$ cat config.mk
export PLATFORM = sky130hd
export DESIGN_NAME = lvds_tx_io
export DESIGN_NICKNAME = d
export VERILOG_FILES = /design/src/hdl/lvds_cfg_pkg.sv /design/src/hdl/lvds_types_pkg.sv /design/src/hdl/lvds_tx_io.sv /design/src/hdl/tx_clock_gen.sv /design/src/hdl/tx_frame_buffer.sv /design/src/hdl/tx_serializer.sv
export SDC_FILE = /design/constraint.sdc
export NUM_CORES = 1
export LEC_CHECK = 0
export BUFFER_PORTS_ARGS = -buffer_cell sky130_fd_sc_hd__buf_2
export CAP_MARGIN = 25
export CELL_PAD_IN_SITES_DETAIL_PLACEMENT = 1
export CELL_PAD_IN_SITES_GLOBAL_PLACEMENT = 1
export CORE_MARGIN = 2
export CORE_UTILIZATION = 41
export CTS_CLUSTER_SIZE = 25
export DETAILED_ROUTE_END_ITERATION = 7
export PLACE_DENSITY = 0.85
export REMOVE_ABC_BUFFERS = 1
export SLEW_MARGIN = 40
export SYNTH_ARGS = -nofsm -noshare
export SYNTH_HDL_FRONTEND = slang
export SYNTH_SLANG_ARGS = --single-unit
$ cat constraint.sdc
create_clock -name tx_inclock -period 1.6 [get_ports tx_inclock]
set_input_delay 0.32 -clock tx_inclock [delete_from_list [all_inputs] [get_ports tx_inclock]]
set_output_delay 0.32 -clock tx_inclock [all_outputs]
set_load 0.005 [all_outputs]
$ cat src/hdl/lvds_cfg_pkg.sv
`default_nettype none

package lvds_cfg_pkg;

   // serialization factor, bits per lane word
   localparam int WORD_BITS = 10;

   // one frame lasts one word on the wire
   localparam int FRAME_PHASES = WORD_BITS;

   // width of the frame phase counter
   localparam int PHASE_BITS = $clog2(FRAME_PHASES);

   // forwarded clock shape, also sent on every lane during training
   localparam logic [WORD_BITS-1:0] TRAIN_WORD = 10'b11111_00000;

   // sent when no frame arrived in time
   // differs from TRAIN_WORD so the receiver never aligns on it
   localparam logic [WORD_BITS-1:0] IDLE_WORD = 10'b00011_11111;

endpackage

`default_nettype wire

$ cat src/hdl/lvds_types_pkg.sv
`default_nettype none

package lvds_types_pkg;

   // one serial lane word, MSB leaves first
   typedef logic [lvds_cfg_pkg::WORD_BITS-1:0] tx_word_t;

   // link status seen from outside
   typedef struct packed {
      logic locked;
      logic training;
      logic underrun;
   } tx_status_t;

endpackage

`default_nettype wire

$ cat src/hdl/lvds_tx_io.sv
`timescale 1ns/1ps
`default_nettype none

module lvds_tx_io #(
   parameter int LANES       = 60,
   parameter int LOCK_CYCLES = 256
) (
   input  logic                                tx_inclock,
   input  logic                                rst_n,
   input  logic                                pll_areset,
   input  logic                                train,
   input  lvds_types_pkg::tx_word_t [LANES-1:0] frame,
   input  logic                                frame_strobe,
   output logic [LANES-1:0]                    tx_out,
   output logic                                tx_outclock,
   output lvds_types_pkg::tx_status_t          status
);

   import lvds_types_pkg::*;

   logic                 load;
   logic                 locked;
   logic                 underrun;
   tx_word_t [LANES-1:0] load_words;

   tx_clock_gen #(
      .LOCK_CYCLES (LOCK_CYCLES)
   ) u_clock_gen (
      .tx_inclock  (tx_inclock),
      .rst_n       (rst_n),
      .pll_areset  (pll_areset),
      .load        (load),
      .locked      (locked),
      .tx_outclock (tx_outclock)
   );

   tx_frame_buffer #(
      .LANES (LANES)
   ) u_frame_buffer (
      .tx_inclock   (tx_inclock),
      .rst_n        (rst_n),
      .frame        (frame),
      .frame_strobe (frame_strobe),
      .train        (train),
      .load         (load),
      .load_words   (load_words),
      .underrun     (underrun)
   );

   tx_serializer #(
      .LANES (LANES)
   ) u_serializer (
      .tx_inclock (tx_inclock),
      .rst_n      (rst_n),
      .load       (load),
      .load_words (load_words),
      .locked     (locked),
      .tx_out     (tx_out)
   );

   assign status.locked   = locked;
   assign status.training = train;
   assign status.underrun = underrun;

endmodule

`default_nettype wire

$ cat src/hdl/tx_clock_gen.sv
`timescale 1ns/1ps
`default_nettype none

module tx_clock_gen #(
   parameter int LOCK_CYCLES = 256
) (
   input  logic tx_inclock,
   input  logic rst_n,
   input  logic pll_areset,
   output logic load,
   output logic locked,
   output logic tx_outclock
);

   import lvds_cfg_pkg::*;

   localparam int CNT_W = $clog2(LOCK_CYCLES + 1);

   logic                  clr;
   logic [CNT_W-1:0]      lock_cnt;
   logic [PHASE_BITS-1:0] phase;
   int                    out_idx;

   assign clr = !rst_n || pll_areset;

   // pll acquisition model, holds once locked
   always_ff @(posedge tx_inclock) begin
      if (clr) begin
         lock_cnt <= '0;
         locked   <= 1'b0;
      end else if (!locked) begin
         lock_cnt <= lock_cnt + 1'b1;
         if (lock_cnt == CNT_W'(LOCK_CYCLES - 1)) begin
            locked <= 1'b1;
         end
      end
   end

   // frame phase, idle at zero until lock
   always_ff @(posedge tx_inclock) begin
      if (clr || !locked) begin
         phase <= '0;
      end else if (phase == PHASE_BITS'(FRAME_PHASES - 1)) begin
         phase <= '0;
      end else begin
         phase <= phase + 1'b1;
      end
   end

   // one strobe per frame, first one the cycle after lock
   always_ff @(posedge tx_inclock) begin
      if (clr) begin
         load <= 1'b0;
      end else begin
         load <= locked && (phase == '0);
      end
   end

   // load sits at phase 1, so phase p drives bit WORD_BITS-p next cycle
   assign out_idx = (phase == '0) ? 0 : FRAME_PHASES - int'(phase);

   always_ff @(posedge tx_inclock) begin
      if (clr) begin
         tx_outclock <= 1'b0;
      end else begin
         tx_outclock <= locked && TRAIN_WORD[out_idx];
      end
   end

   a_load_locked : assert property (
      @(posedge tx_inclock) disable iff (!rst_n)
      load |-> locked
   ) else $error("load strobe while unlocked");

   a_load_period : assert property (
      @(posedge tx_inclock) disable iff (!rst_n || pll_areset)
      load |=> !load [*FRAME_PHASES-1] ##1 load
   ) else $error("load strobes not %0d cycles apart", FRAME_PHASES);

endmodule

`default_nettype wire

$ cat src/hdl/tx_frame_buffer.sv
`timescale 1ns/1ps
`default_nettype none

module tx_frame_buffer #(
   parameter int LANES = 60
) (
   input  logic                                tx_inclock,
   input  logic                                rst_n,
   input  lvds_types_pkg::tx_word_t [LANES-1:0] frame,
   input  logic                                frame_strobe,
   input  logic                                train,
   input  logic                                load,
   output lvds_types_pkg::tx_word_t [LANES-1:0] load_words,
   output logic                                underrun
);

   import lvds_cfg_pkg::*;
   import lvds_types_pkg::*;

   tx_word_t [LANES-1:0] frame_q;
   logic                 pending;

   // latest strobed frame wins
   always_ff @(posedge tx_inclock) begin
      if (frame_strobe) begin
         frame_q <= frame;
      end
   end

   // a strobe together with load belongs to the next frame
   always_ff @(posedge tx_inclock) begin
      if (!rst_n) begin
         pending <= 1'b0;
      end else if (frame_strobe) begin
         pending <= 1'b1;
      end else if (load) begin
         pending <= 1'b0;
      end
   end

   // training beats data and data beats idle
   always_comb begin
      for (int i = 0; i < LANES; i++) begin
         if (train) begin
            load_words[i] = TRAIN_WORD;
         end else if (pending) begin
            load_words[i] = frame_q[i];
         end else begin
            load_words[i] = IDLE_WORD;
         end
      end
   end

   assign underrun = load && !train && !pending;

   // underrun lasts a single cycle like the load it comes with
   a_underrun_pulse : assert property (
      @(posedge tx_inclock) disable iff (!rst_n)
      underrun |=> !underrun
   ) else $error("underrun pulse longer than one cycle");

endmodule

`default_nettype wire

$ cat src/hdl/tx_serializer.sv
`timescale 1ns/1ps
`default_nettype none

module tx_serializer #(
   parameter int LANES = 60
) (
   input  logic                                tx_inclock,
   input  logic                                rst_n,
   input  logic                                load,
   input  lvds_types_pkg::tx_word_t [LANES-1:0] load_words,
   input  logic                                locked,
   output logic [LANES-1:0]                    tx_out
);

   import lvds_cfg_pkg::*;
   import lvds_types_pkg::*;

   tx_word_t [LANES-1:0] shreg;

   // capture on load, otherwise shift toward the MSB
   always_ff @(posedge tx_inclock) begin
      if (!rst_n || !locked) begin
         shreg <= '0;
      end else begin
         for (int i = 0; i < LANES; i++) begin
            if (load) begin
               shreg[i] <= load_words[i];
            end else begin
               shreg[i] <= {shreg[i][WORD_BITS-2:0], 1'b0};
            end
         end
      end
   end

   always_comb begin
      for (int i = 0; i < LANES; i++) begin
         tx_out[i] = locked && shreg[i][WORD_BITS-1];
      end
   end

   // registers are flushed while unlocked, so lanes start quiet after lock
   a_quiet_unlocked : assert property (
      @(posedge tx_inclock) disable iff (!rst_n)
      !locked |=> tx_out == '0
   ) else $error("tx_out active around an unlocked cycle");

endmodule

`default_nettype wire

== Yosys cells after proc, flatten, opt, wreduce, memory -nomap -nowiden ==
Memory sizes are Yosys's and may differ from the RTL's.
Cells that the tools add are included.
Cells by class
  $add $sub $neg: 3
  $lt $le $gt $ge: 1
  equality and inequality tests: 2
  mux-type cells: 187
  bitwise logic cells: 1
  reductions and logical operators: 75
Operator list (number)
  $mux 10: 180
  $logic_and 1x1->1: 64
  $lt 32x6->1 const B: 1
  $mux 32: 1
  $add 9x1->9 const B: 1
  $eq 9x8->1 const B: 1
  $mux 1: 6
  $sub 4x4->5 const A: 1
  $add 4x1->4 const B: 1
  $eq 4x4->1 const B: 1
  $logic_not 1->1: 4
  $logic_not 4->1: 1
  $logic_or 1x1->1: 3
  $reduce_or 3->1: 1
  $reduce_bool 2->1: 1
  $reduce_or 2->1: 1
  $not 1->1: 1
Storage, ports and cells
  flip-flop bits (word level): 1217
  ROM bits: 16
  input port bits: 605
  output and inout port bits: 64
  memories: 1
Memory list
  (name not given): depth 16, width 1, read ports 1, clocked after memory_dff 0, wr ports 0, line tx_clock_gen.sv:66  | tx_outclock <= locked && TRAIN_WORD[out_idx];

== Longest topological paths before layout ==
Gate-level depths: netlist of run 1.
  depth after elaboration: 6
  mapped depth: 7

== Cells and area by module ==
From an unflattened synthesis of run 1, not the netlist that was laid out.
Unflattened totals
  cell total of the unflattened synthesis: 3652
  area, all modules: 46054.2 µm²
Modules (own cells, without submodules)
  tx_frame_buffer: instances 1, cells an instance 1626, area each 23538.8 µm², seq. area each 18037.3 µm²
  tx_serializer: instances 1, cells an instance 1941, area each 21765.9 µm², seq. area each 12011.5 µm²
  tx_clock_gen: instances 1, cells an instance 82, area each 726.9 µm², seq. area each 320.3 µm²
  lvds_tx_io: instances 1, cells an instance 3, area each 22.5 µm², seq. area each 0.0 µm²

== Worst setup path after synthesis of run 1 ==
No wires, ideal clock.
  path kind: reg2out
  from: reg u_frame_buffer.pending
  to: out status[0] in the netlist's numbering
  arrival time: 1229 ps
  required time: 1280 ps
  setup slack: 51 ps
  stages on the path, launching flop included: 7
  buffers on the path: 5
  cell sequence: dfxtp_1 -> buf_2 -> buf_2 -> buf_2 -> clkbuf_1 -> nor2_1 -> buf_4
Between the ends
  longest elaborated chain between the ends: 2
Ends and longest elaborated chain
  start, declared: line tx_frame_buffer.sv:21  | logic pending;
  start signal, assigned: line tx_frame_buffer.sv:33  | pending <= 1'b0;
  start signal, assigned: line tx_frame_buffer.sv:35  | pending <= 1'b1;
  start signal, assigned: line tx_frame_buffer.sv:37  | pending <= 1'b0;
  $logic_not 1->1: line tx_frame_buffer.sv:54  | assign underrun = load && !train && !pending;
  $logic_and 1x1->1: line tx_frame_buffer.sv:54
  end, declared: line lvds_tx_io.sv:16  | output lvds_types_pkg::tx_status_t status
Every way passes these cells.

== Worst setup path in the final report of run 1 ==
  from: reg u_clock_gen.load
  to: reg u_serializer.shreg[268] in the netlist's numbering
Between the ends
  longest elaborated chain between the ends: 1
Ends and longest elaborated chain
  start, declared: line tx_clock_gen.sv:10  | output logic load,
  start signal, assigned: line tx_clock_gen.sv:55  | load <= locked && (phase == '0);
  $mux 10: line tx_serializer.sv:26  | if (load) begin
  end signal, assigned by index: line tx_serializer.sv:27  | shreg[i] <= load_words[i];
  end signal, assigned by index: line tx_serializer.sv:29  | shreg[i] <= {shreg[i][WORD_BITS-2:0], 1'b0};
  end, declared: line tx_serializer.sv:18  | tx_word_t [LANES-1:0] shreg;
Every way passes these cells.
A chain may end at the register's enable or synchronous reset.

==> results of run 1 <==
==> flip-flops by register name (all words and copies together) (netlist names) <==
signal	cells
u_clock_gen.load	1
u_serializer.shreg	600
u_clock_gen.phase	4
u_frame_buffer.pending	1
u_frame_buffer.frame_q	600
u_clock_gen.locked	1
u_clock_gen.lock_cnt	9
u_clock_gen.tx_outclock	1
==> what timing repair did <==
item / 4_1_cts / 5_1_grt
hold buffers: 602 / 0
hold endpoints to repair: 603 / 0
cloned: 11 / 49
resized for setup: 89 / 464
pin swaps: 1 / 9
buffers inserted: 20 / 18
setup endpoints to repair: 66 / 390
==> power by group <==
group / leakage [nW] / internal [mW] / switching (mW) / total [mW]
logic: 11.4 / 1.91 / 2.26 / 4.17
clock network: 1.99 / 16.7 / 14.6 / 31.3
registers: 10.8 / 34.1 / 0.816 / 34.9
total: 24.3 / 52.6 / 17.7 / 70.4
==> cells in the final DEF (no fill, tap or decap), types with 71 or more instances in the layout <==
master / instances
buf_6: 80
buf_4: 81
dlygate4sd3_1: 602
nor2b_1: 240
o2bb2ai_2: 140
edfxtp_1: 600
nor2_1: 190
o21ai_0: 178
clkbuf_16: 167
diode_2: 71
o221a_1: 96
o2bb2ai_4: 80
dfxtp_1: 614
buf_2: 607
a21oi_1: 232
==> metal layers <==
metal	up-vias	track usage [%]	wire length, µm
li1	13200	-	-
met1	16800	34.2	67300
met2	2829	59.5	102000
met3	1405	8.27	21500
met4	72	34.0	26300
met5	-	0	545
==> kinds of logic (layout without fill, tap and decap cells) <==
group / Yosys count / count (layout) / share of synthesized area, %
compound gates: 792 / 792 / 14.0
xor+xnor: 8 / 8 / 0.175
fa+ha+maj: 6 / 6 / 0.187
buf+inv: 289 / 1796 / 3.12
flops: 1217 / 1217 / 75.6
mux: 1 / 1 / 0.0249
other cells: 0 / 71 / 0
simple gates: 519 / 519 / 6.84
==> worst paths after layout <==
check	start	endpoint	cells past startpoint
setup / recovery	u_clock_gen.load	u_serializer.shreg[268]	6
setup reg to reg	u_clock_gen.load	u_serializer.shreg[268]	6
hold / removal	frame_strobe	u_frame_buffer.frame_q[446]	2
hold reg to reg	u_serializer.shreg[183]	u_serializer.shreg[184]	1
==> worst max-delay path, cell delays in order (launching register included) <==
cell     delay [ns]
dfxtp_4        0.35
buf_12         0.12
buf_6          0.16
buf_16         0.19
buf_6          0.19
o21ai_1        0.84
nor2_1         0.19
==> layout make-up <==
| cell class | count | area [µm²] | area share [%] |
|---|---|---|---|
| clock inverters | 42 | 454 | 0.740 |
| diodes | 71 | 178 | 0.289 |
| multi-input cells | 1326 | 11200 | 18.3 |
| flip-flops and latches | 1217 | 30400 | 49.5 |
| repair buffers | 1508 | 13700 | 22.3 |
| well taps | 1276 | 1600 | 2.60 |
| clock buffers | 181 | 3590 | 5.85 |
| inverters | 65 | 244 | 0.398 |
==> impl_metrics.json, run 1 <==
{
  "start_util_pct": 41.5,
  "die_height_um": 317,
  "slew_violations": 0,
  "vias": 34300,
  "cts_buffers": 118,
  "portBuffers": 668,
  "first_iter_violations": 4197,
  "worstPathMaxFanout": 30,
  "ys_ff_latch": 1217,
  "rows": 114,
  "rsz0062_at_grt": "true",
  "io_pins": 669,
  "cts_max_level": 3,
  "fmax_mhz": 449,
  "whs_ns": 0.128,
  "drt-total-wl_mm": 218,
  "syn_inst": 2832,
  "failed_checks": "negative setup slack",
  "die_x_um": 317,
  "dpl.cell_count": 4697,
  "synth_edf_count": 600,
  "setup_violations": 346,
  "total_power_mw": 70.4,
  "setup_slack_ns": -0.627,
  "core_um2": 96900,
  "synth_area_um2": 40200,
  "grt_max_degree": 98,
  "drtAntennaViolNets": 0,
  "synth.most_common_cell": "dfxtp_1",
  "grt_pass1_wl_mm": 248,
  "synth_commonest_cells": "dfxtp_1 (617), edfxtp_1 (600), a21oi_1 (245), nor2b_1 (243), o2bb2ai_1 (240)",
  "yosysSeqAreaShare_pct": 75.6,
  "cts_tree": "done",
  "grt_util_all_layers_pct": 34.8,
  "ff2ff_setup_slack_ns": -0.63,
  "worst_setup_path_end_kind": "flip-flop",
  "ys.flop_type": "dfxtp_1",
  "timing.slew.headroom_pct": 13.7,
  "antenna_found_initial": 105,
  "async_reset_ff_share_pct": 0,
  "synth_top_area_share_pct": 44.9,
  "grt_pass1_vias": 35000,
  "stdcell_area_um2": 61400,
  "drc_errors": 0,
  "wire_per_inst_um": 38.3,
  "power_density_nw_per_um2": 1150,
  "path_clk_slew_ns": 0.08,
  "clock_latency_ns": 0.77,
  "num-nets-final": 4847,
  "gp_congestion": 0.836,
  "fin_setup_tns_ns": -67.44,
  "crit_arrival_ns": 2.79,
  "dp_hpwl_mm": 82.6,
  "yosysWarnings": 0,
  "fin_worst_skew_ns": 0.0751,
  "dpl-instance-area_um2": 45900,
  "routed_via_density": 6.04,
  "grt-ovfl-total": 0,
  "cts.sinks": 1217,
  "layout.cells.non_filler": 5686,
  "ir_worst_vdd_uv": 1510,
  "ys_types": 34,
  "die_area_um2": 100000,
  "criticalPathCategory": "flip-flop to flip-flop",
  "p_leak_nw": 24.3,
  "tightestPinTransition_ns": 1.28,
  "root_buffer": "clkbuf_16",
  "clockBufferDepth": 3,
  "status": "complete, but fails checks",
  "maxCapViolCount": 0,
  "hold_viol": 0,
  "min_period_ns": 2.23,
  "fill_cells": 8884,
  "place_ws_ns": -0.0166,
  "drt_first_pass_iters": 6,
  "ys_top_cells_by_area": "edfxtp_1 (45%), dfxtp_1 (31%), o2bb2ai_1 (5.2%)",
  "yosys.area.top_type": "edfxtp_1",
  "utilization_pct": 63.4,
  "start_kind": "flip-flop",
  "min_period_over_period_pct": 139,
  "crit_required_ns": 2.16,
  "layout-drive-gt1-share_pct": 32.9,
  "worstHoldPathType": "input port to flip-flop",
  "avgSynthCellArea_um2": 14.2,
  "syn_to_final_growth_pct": 52.9
}
No activity file was read; power rests on OpenSTA's default activity.
==> inputs of run 2 (changes only) <==
--- a/config.mk
+++ b/config.mk
@@ -14,6 +14,7 @@
 export CTS_CLUSTER_SIZE = 25
 export DETAILED_ROUTE_END_ITERATION = 7
 export PLACE_DENSITY = 0.85
+export RECOVER_POWER = 25
 export REMOVE_ABC_BUFFERS = 1
 export SLEW_MARGIN = 40
 export SYNTH_ARGS = -nofsm -noshare
==> impl_metrics.json, run 2 (synthesis gave the netlist of run 1 again) <==
{
  "fmax_mhz": 450,
  "antenna_found_initial": 103,
  "drt_first_pass_iters": 6,
  "tightestPinTransition_ns": 1.82,
  "power_density_nw_per_um2": 1150,
  "portBuffers": 668,
  "clock_latency_ns": 0.78,
  "syn_to_final_growth_pct": 52.4,
  "start_kind": "flip-flop",
  "worstPathMaxFanout": 30,
  "gp_congestion": 0.836,
  "drtAntennaViolNets": 0,
  "layout.cells.non_filler": 5684,
  "layout.cells.most_common": "dfxtp_1",
  "min_period_ns": 2.22,
  "dp_hpwl_mm": 82.6,
  "clockBufferDepth": 3,
  "cts_buffers": 118,
  "core_um2": 96900,
  "wire_per_inst_um": 38.6,
  "drc_errors": 0,
  "fill_cells": 8940,
  "utilization_pct": 63.2,
  "final_cell_mix": "dfxtp_1 (614), dlygate4sd3_1 (602), edfxtp_1 (600)",
  "setup_slack_ns": -0.624,
  "failed_checks": "max-capacitance violations, max-slew violations, negative setup slack",
  "rsz0062_at_grt": "true",
  "status": "complete, but fails checks",
  "die_height_um": 317,
  "grt_max_degree": 98,
  "grt-ovfl-total": 0,
  "rows": 114,
  "slew_violations": 31,
  "worst_setup_path_end_kind": "flip-flop",
  "routed_via_density": 6.10,
  "cts.sinks": 1217,
  "grt_pass1_wl_mm": 248,
  "grt_util_all_layers_pct": 34.8,
  "cts_tree": "done",
  "min_period_over_period_pct": 139,
  "fin_worst_skew_ns": 0.0871,
  "worstHoldPathType": "input port to flip-flop",
  "io_pins": 669,
  "crit_arrival_ns": 2.78,
  "root_buffer": "clkbuf_16",
  "num-nets-final": 4847,
  "drt-total-wl_mm": 219,
  "crit_required_ns": 2.15,
  "grt_pass1_vias": 35000,
  "dpl.cell_count": 4697,
  "die_x_um": 317,
  "first_iter_violations": 4177,
  "setup_violations": 536,
  "start_util_pct": 41.5,
  "cts_max_level": 3,
  "ir_worst_vdd_uv": 1430,
  "criticalPathCategory": "flip-flop to flip-flop",
  "hold_viol": 0,
  "vias": 34700,
  "reg.largest.list": "u_frame_buffer.frame_q (600), u_serializer.shreg (600), u_clock_gen.lock_cnt (9)",
  "p_leak_nw": 24.0,
  "die_area_um2": 100000,
  "maxCapViolCount": 3,
  "path_clk_slew_ns": 0.07,
  "layout-drive-gt1-share_pct": 30.7,
  "timing.slew.headroom_pct": -21.5
}
## run 2: cell types whose count changed in the layout (fill, tap and decap cells not counted), sizes merged
cell	before	now
buf	864	767
clkbuf	222	319
diode	71	69
## run 2: per-stage QoR
step / hold slack (ns) / setup slack (ns) / TNS [ns] / area, µm² / power [mW]
after floorplan: 0.410 / -11.51 / -6318.22 / 39100 / 35.5
after CTS: 0.0945 / -0.462 / -42.16 / 56900 / 67.3
after global placement: 0.412 / 0.0349 / 0 / 45900 / 37.2
after global routing: 0.212 / -0.570 / -112.32 / 61100 / 71.5
final: 0.219 / -0.624 / -104.18 / 61200 / 70.5
after detailed placement: 0.418 / -0.0166 / -0.0217 / 45900 / 37.3
## run 2: what timing repair did
action / 4_1_cts / 5_1_grt
hold endpoints to repair: 603 / 0
setup endpoints to repair: 66 / 390
gates cloned: 11 / 49
hold buffers: 602 / 0
setup buffers: 20 / 18
resized for setup: 89 / 464
pin swaps: 1 / 9
## run 2: critical path, cell delays in order (launching register included)
cell and delay [ns]:
dfxtp_4 0.35, buf_12 0.12, buf_6 0.16, buf_16 0.19
buf_6 0.19, o21ai_1 0.79, nor2_1 0.22
## run 2: final timing paths
| path | start | end | slack [ns] | cells after the start |
|---|---|---|---|---|
| setup / recovery | u_clock_gen.load | u_serializer.shreg[268] | -0.62 | 6 |
| hold / removal | frame_strobe | u_frame_buffer.frame_q[262] | 0.22 | 2 |
| setup reg to reg | u_clock_gen.load | u_serializer.shreg[268] | -0.62 | 6 |
| hold reg to reg | u_serializer.shreg[183] | u_serializer.shreg[184] | 0.43 | 1 |
## run 2: report_power, final
| group | total, mW | switching, mW | leakage, nW | internal (mW) |
|---|---|---|---|---|
| clock | 31.5 | 14.8 | 1.99 | 16.7 |
| combinational | 4.15 | 2.28 | 11.1 | 1.87 |
| sequential | 34.9 | 0.824 | 10.8 | 34.1 |
## run 2: final cells by class
class | instances | area (µm²) | area share [%]
antenna | 69 | 173 | 0.282
clock buffer | 181 | 3590 | 5.86
clock inverter | 42 | 454 | 0.742
inverter | 65 | 244 | 0.399
multi-input combinational | 1326 | 11200 | 18.3
sequential | 1217 | 30400 | 49.6
tap | 1276 | 1600 | 2.61
timing repair buffer | 1508 | 13500 | 22.1
## run 2: layer usage
layer,vias up,global-route usage (%),part of all wire [%]
met5,-,0,0.26
met1,17000,34.2,31
met4,72,34.0,12
met3,1456,8.27,9.8
met2,2880,59.5,47
li1,13200,-,-
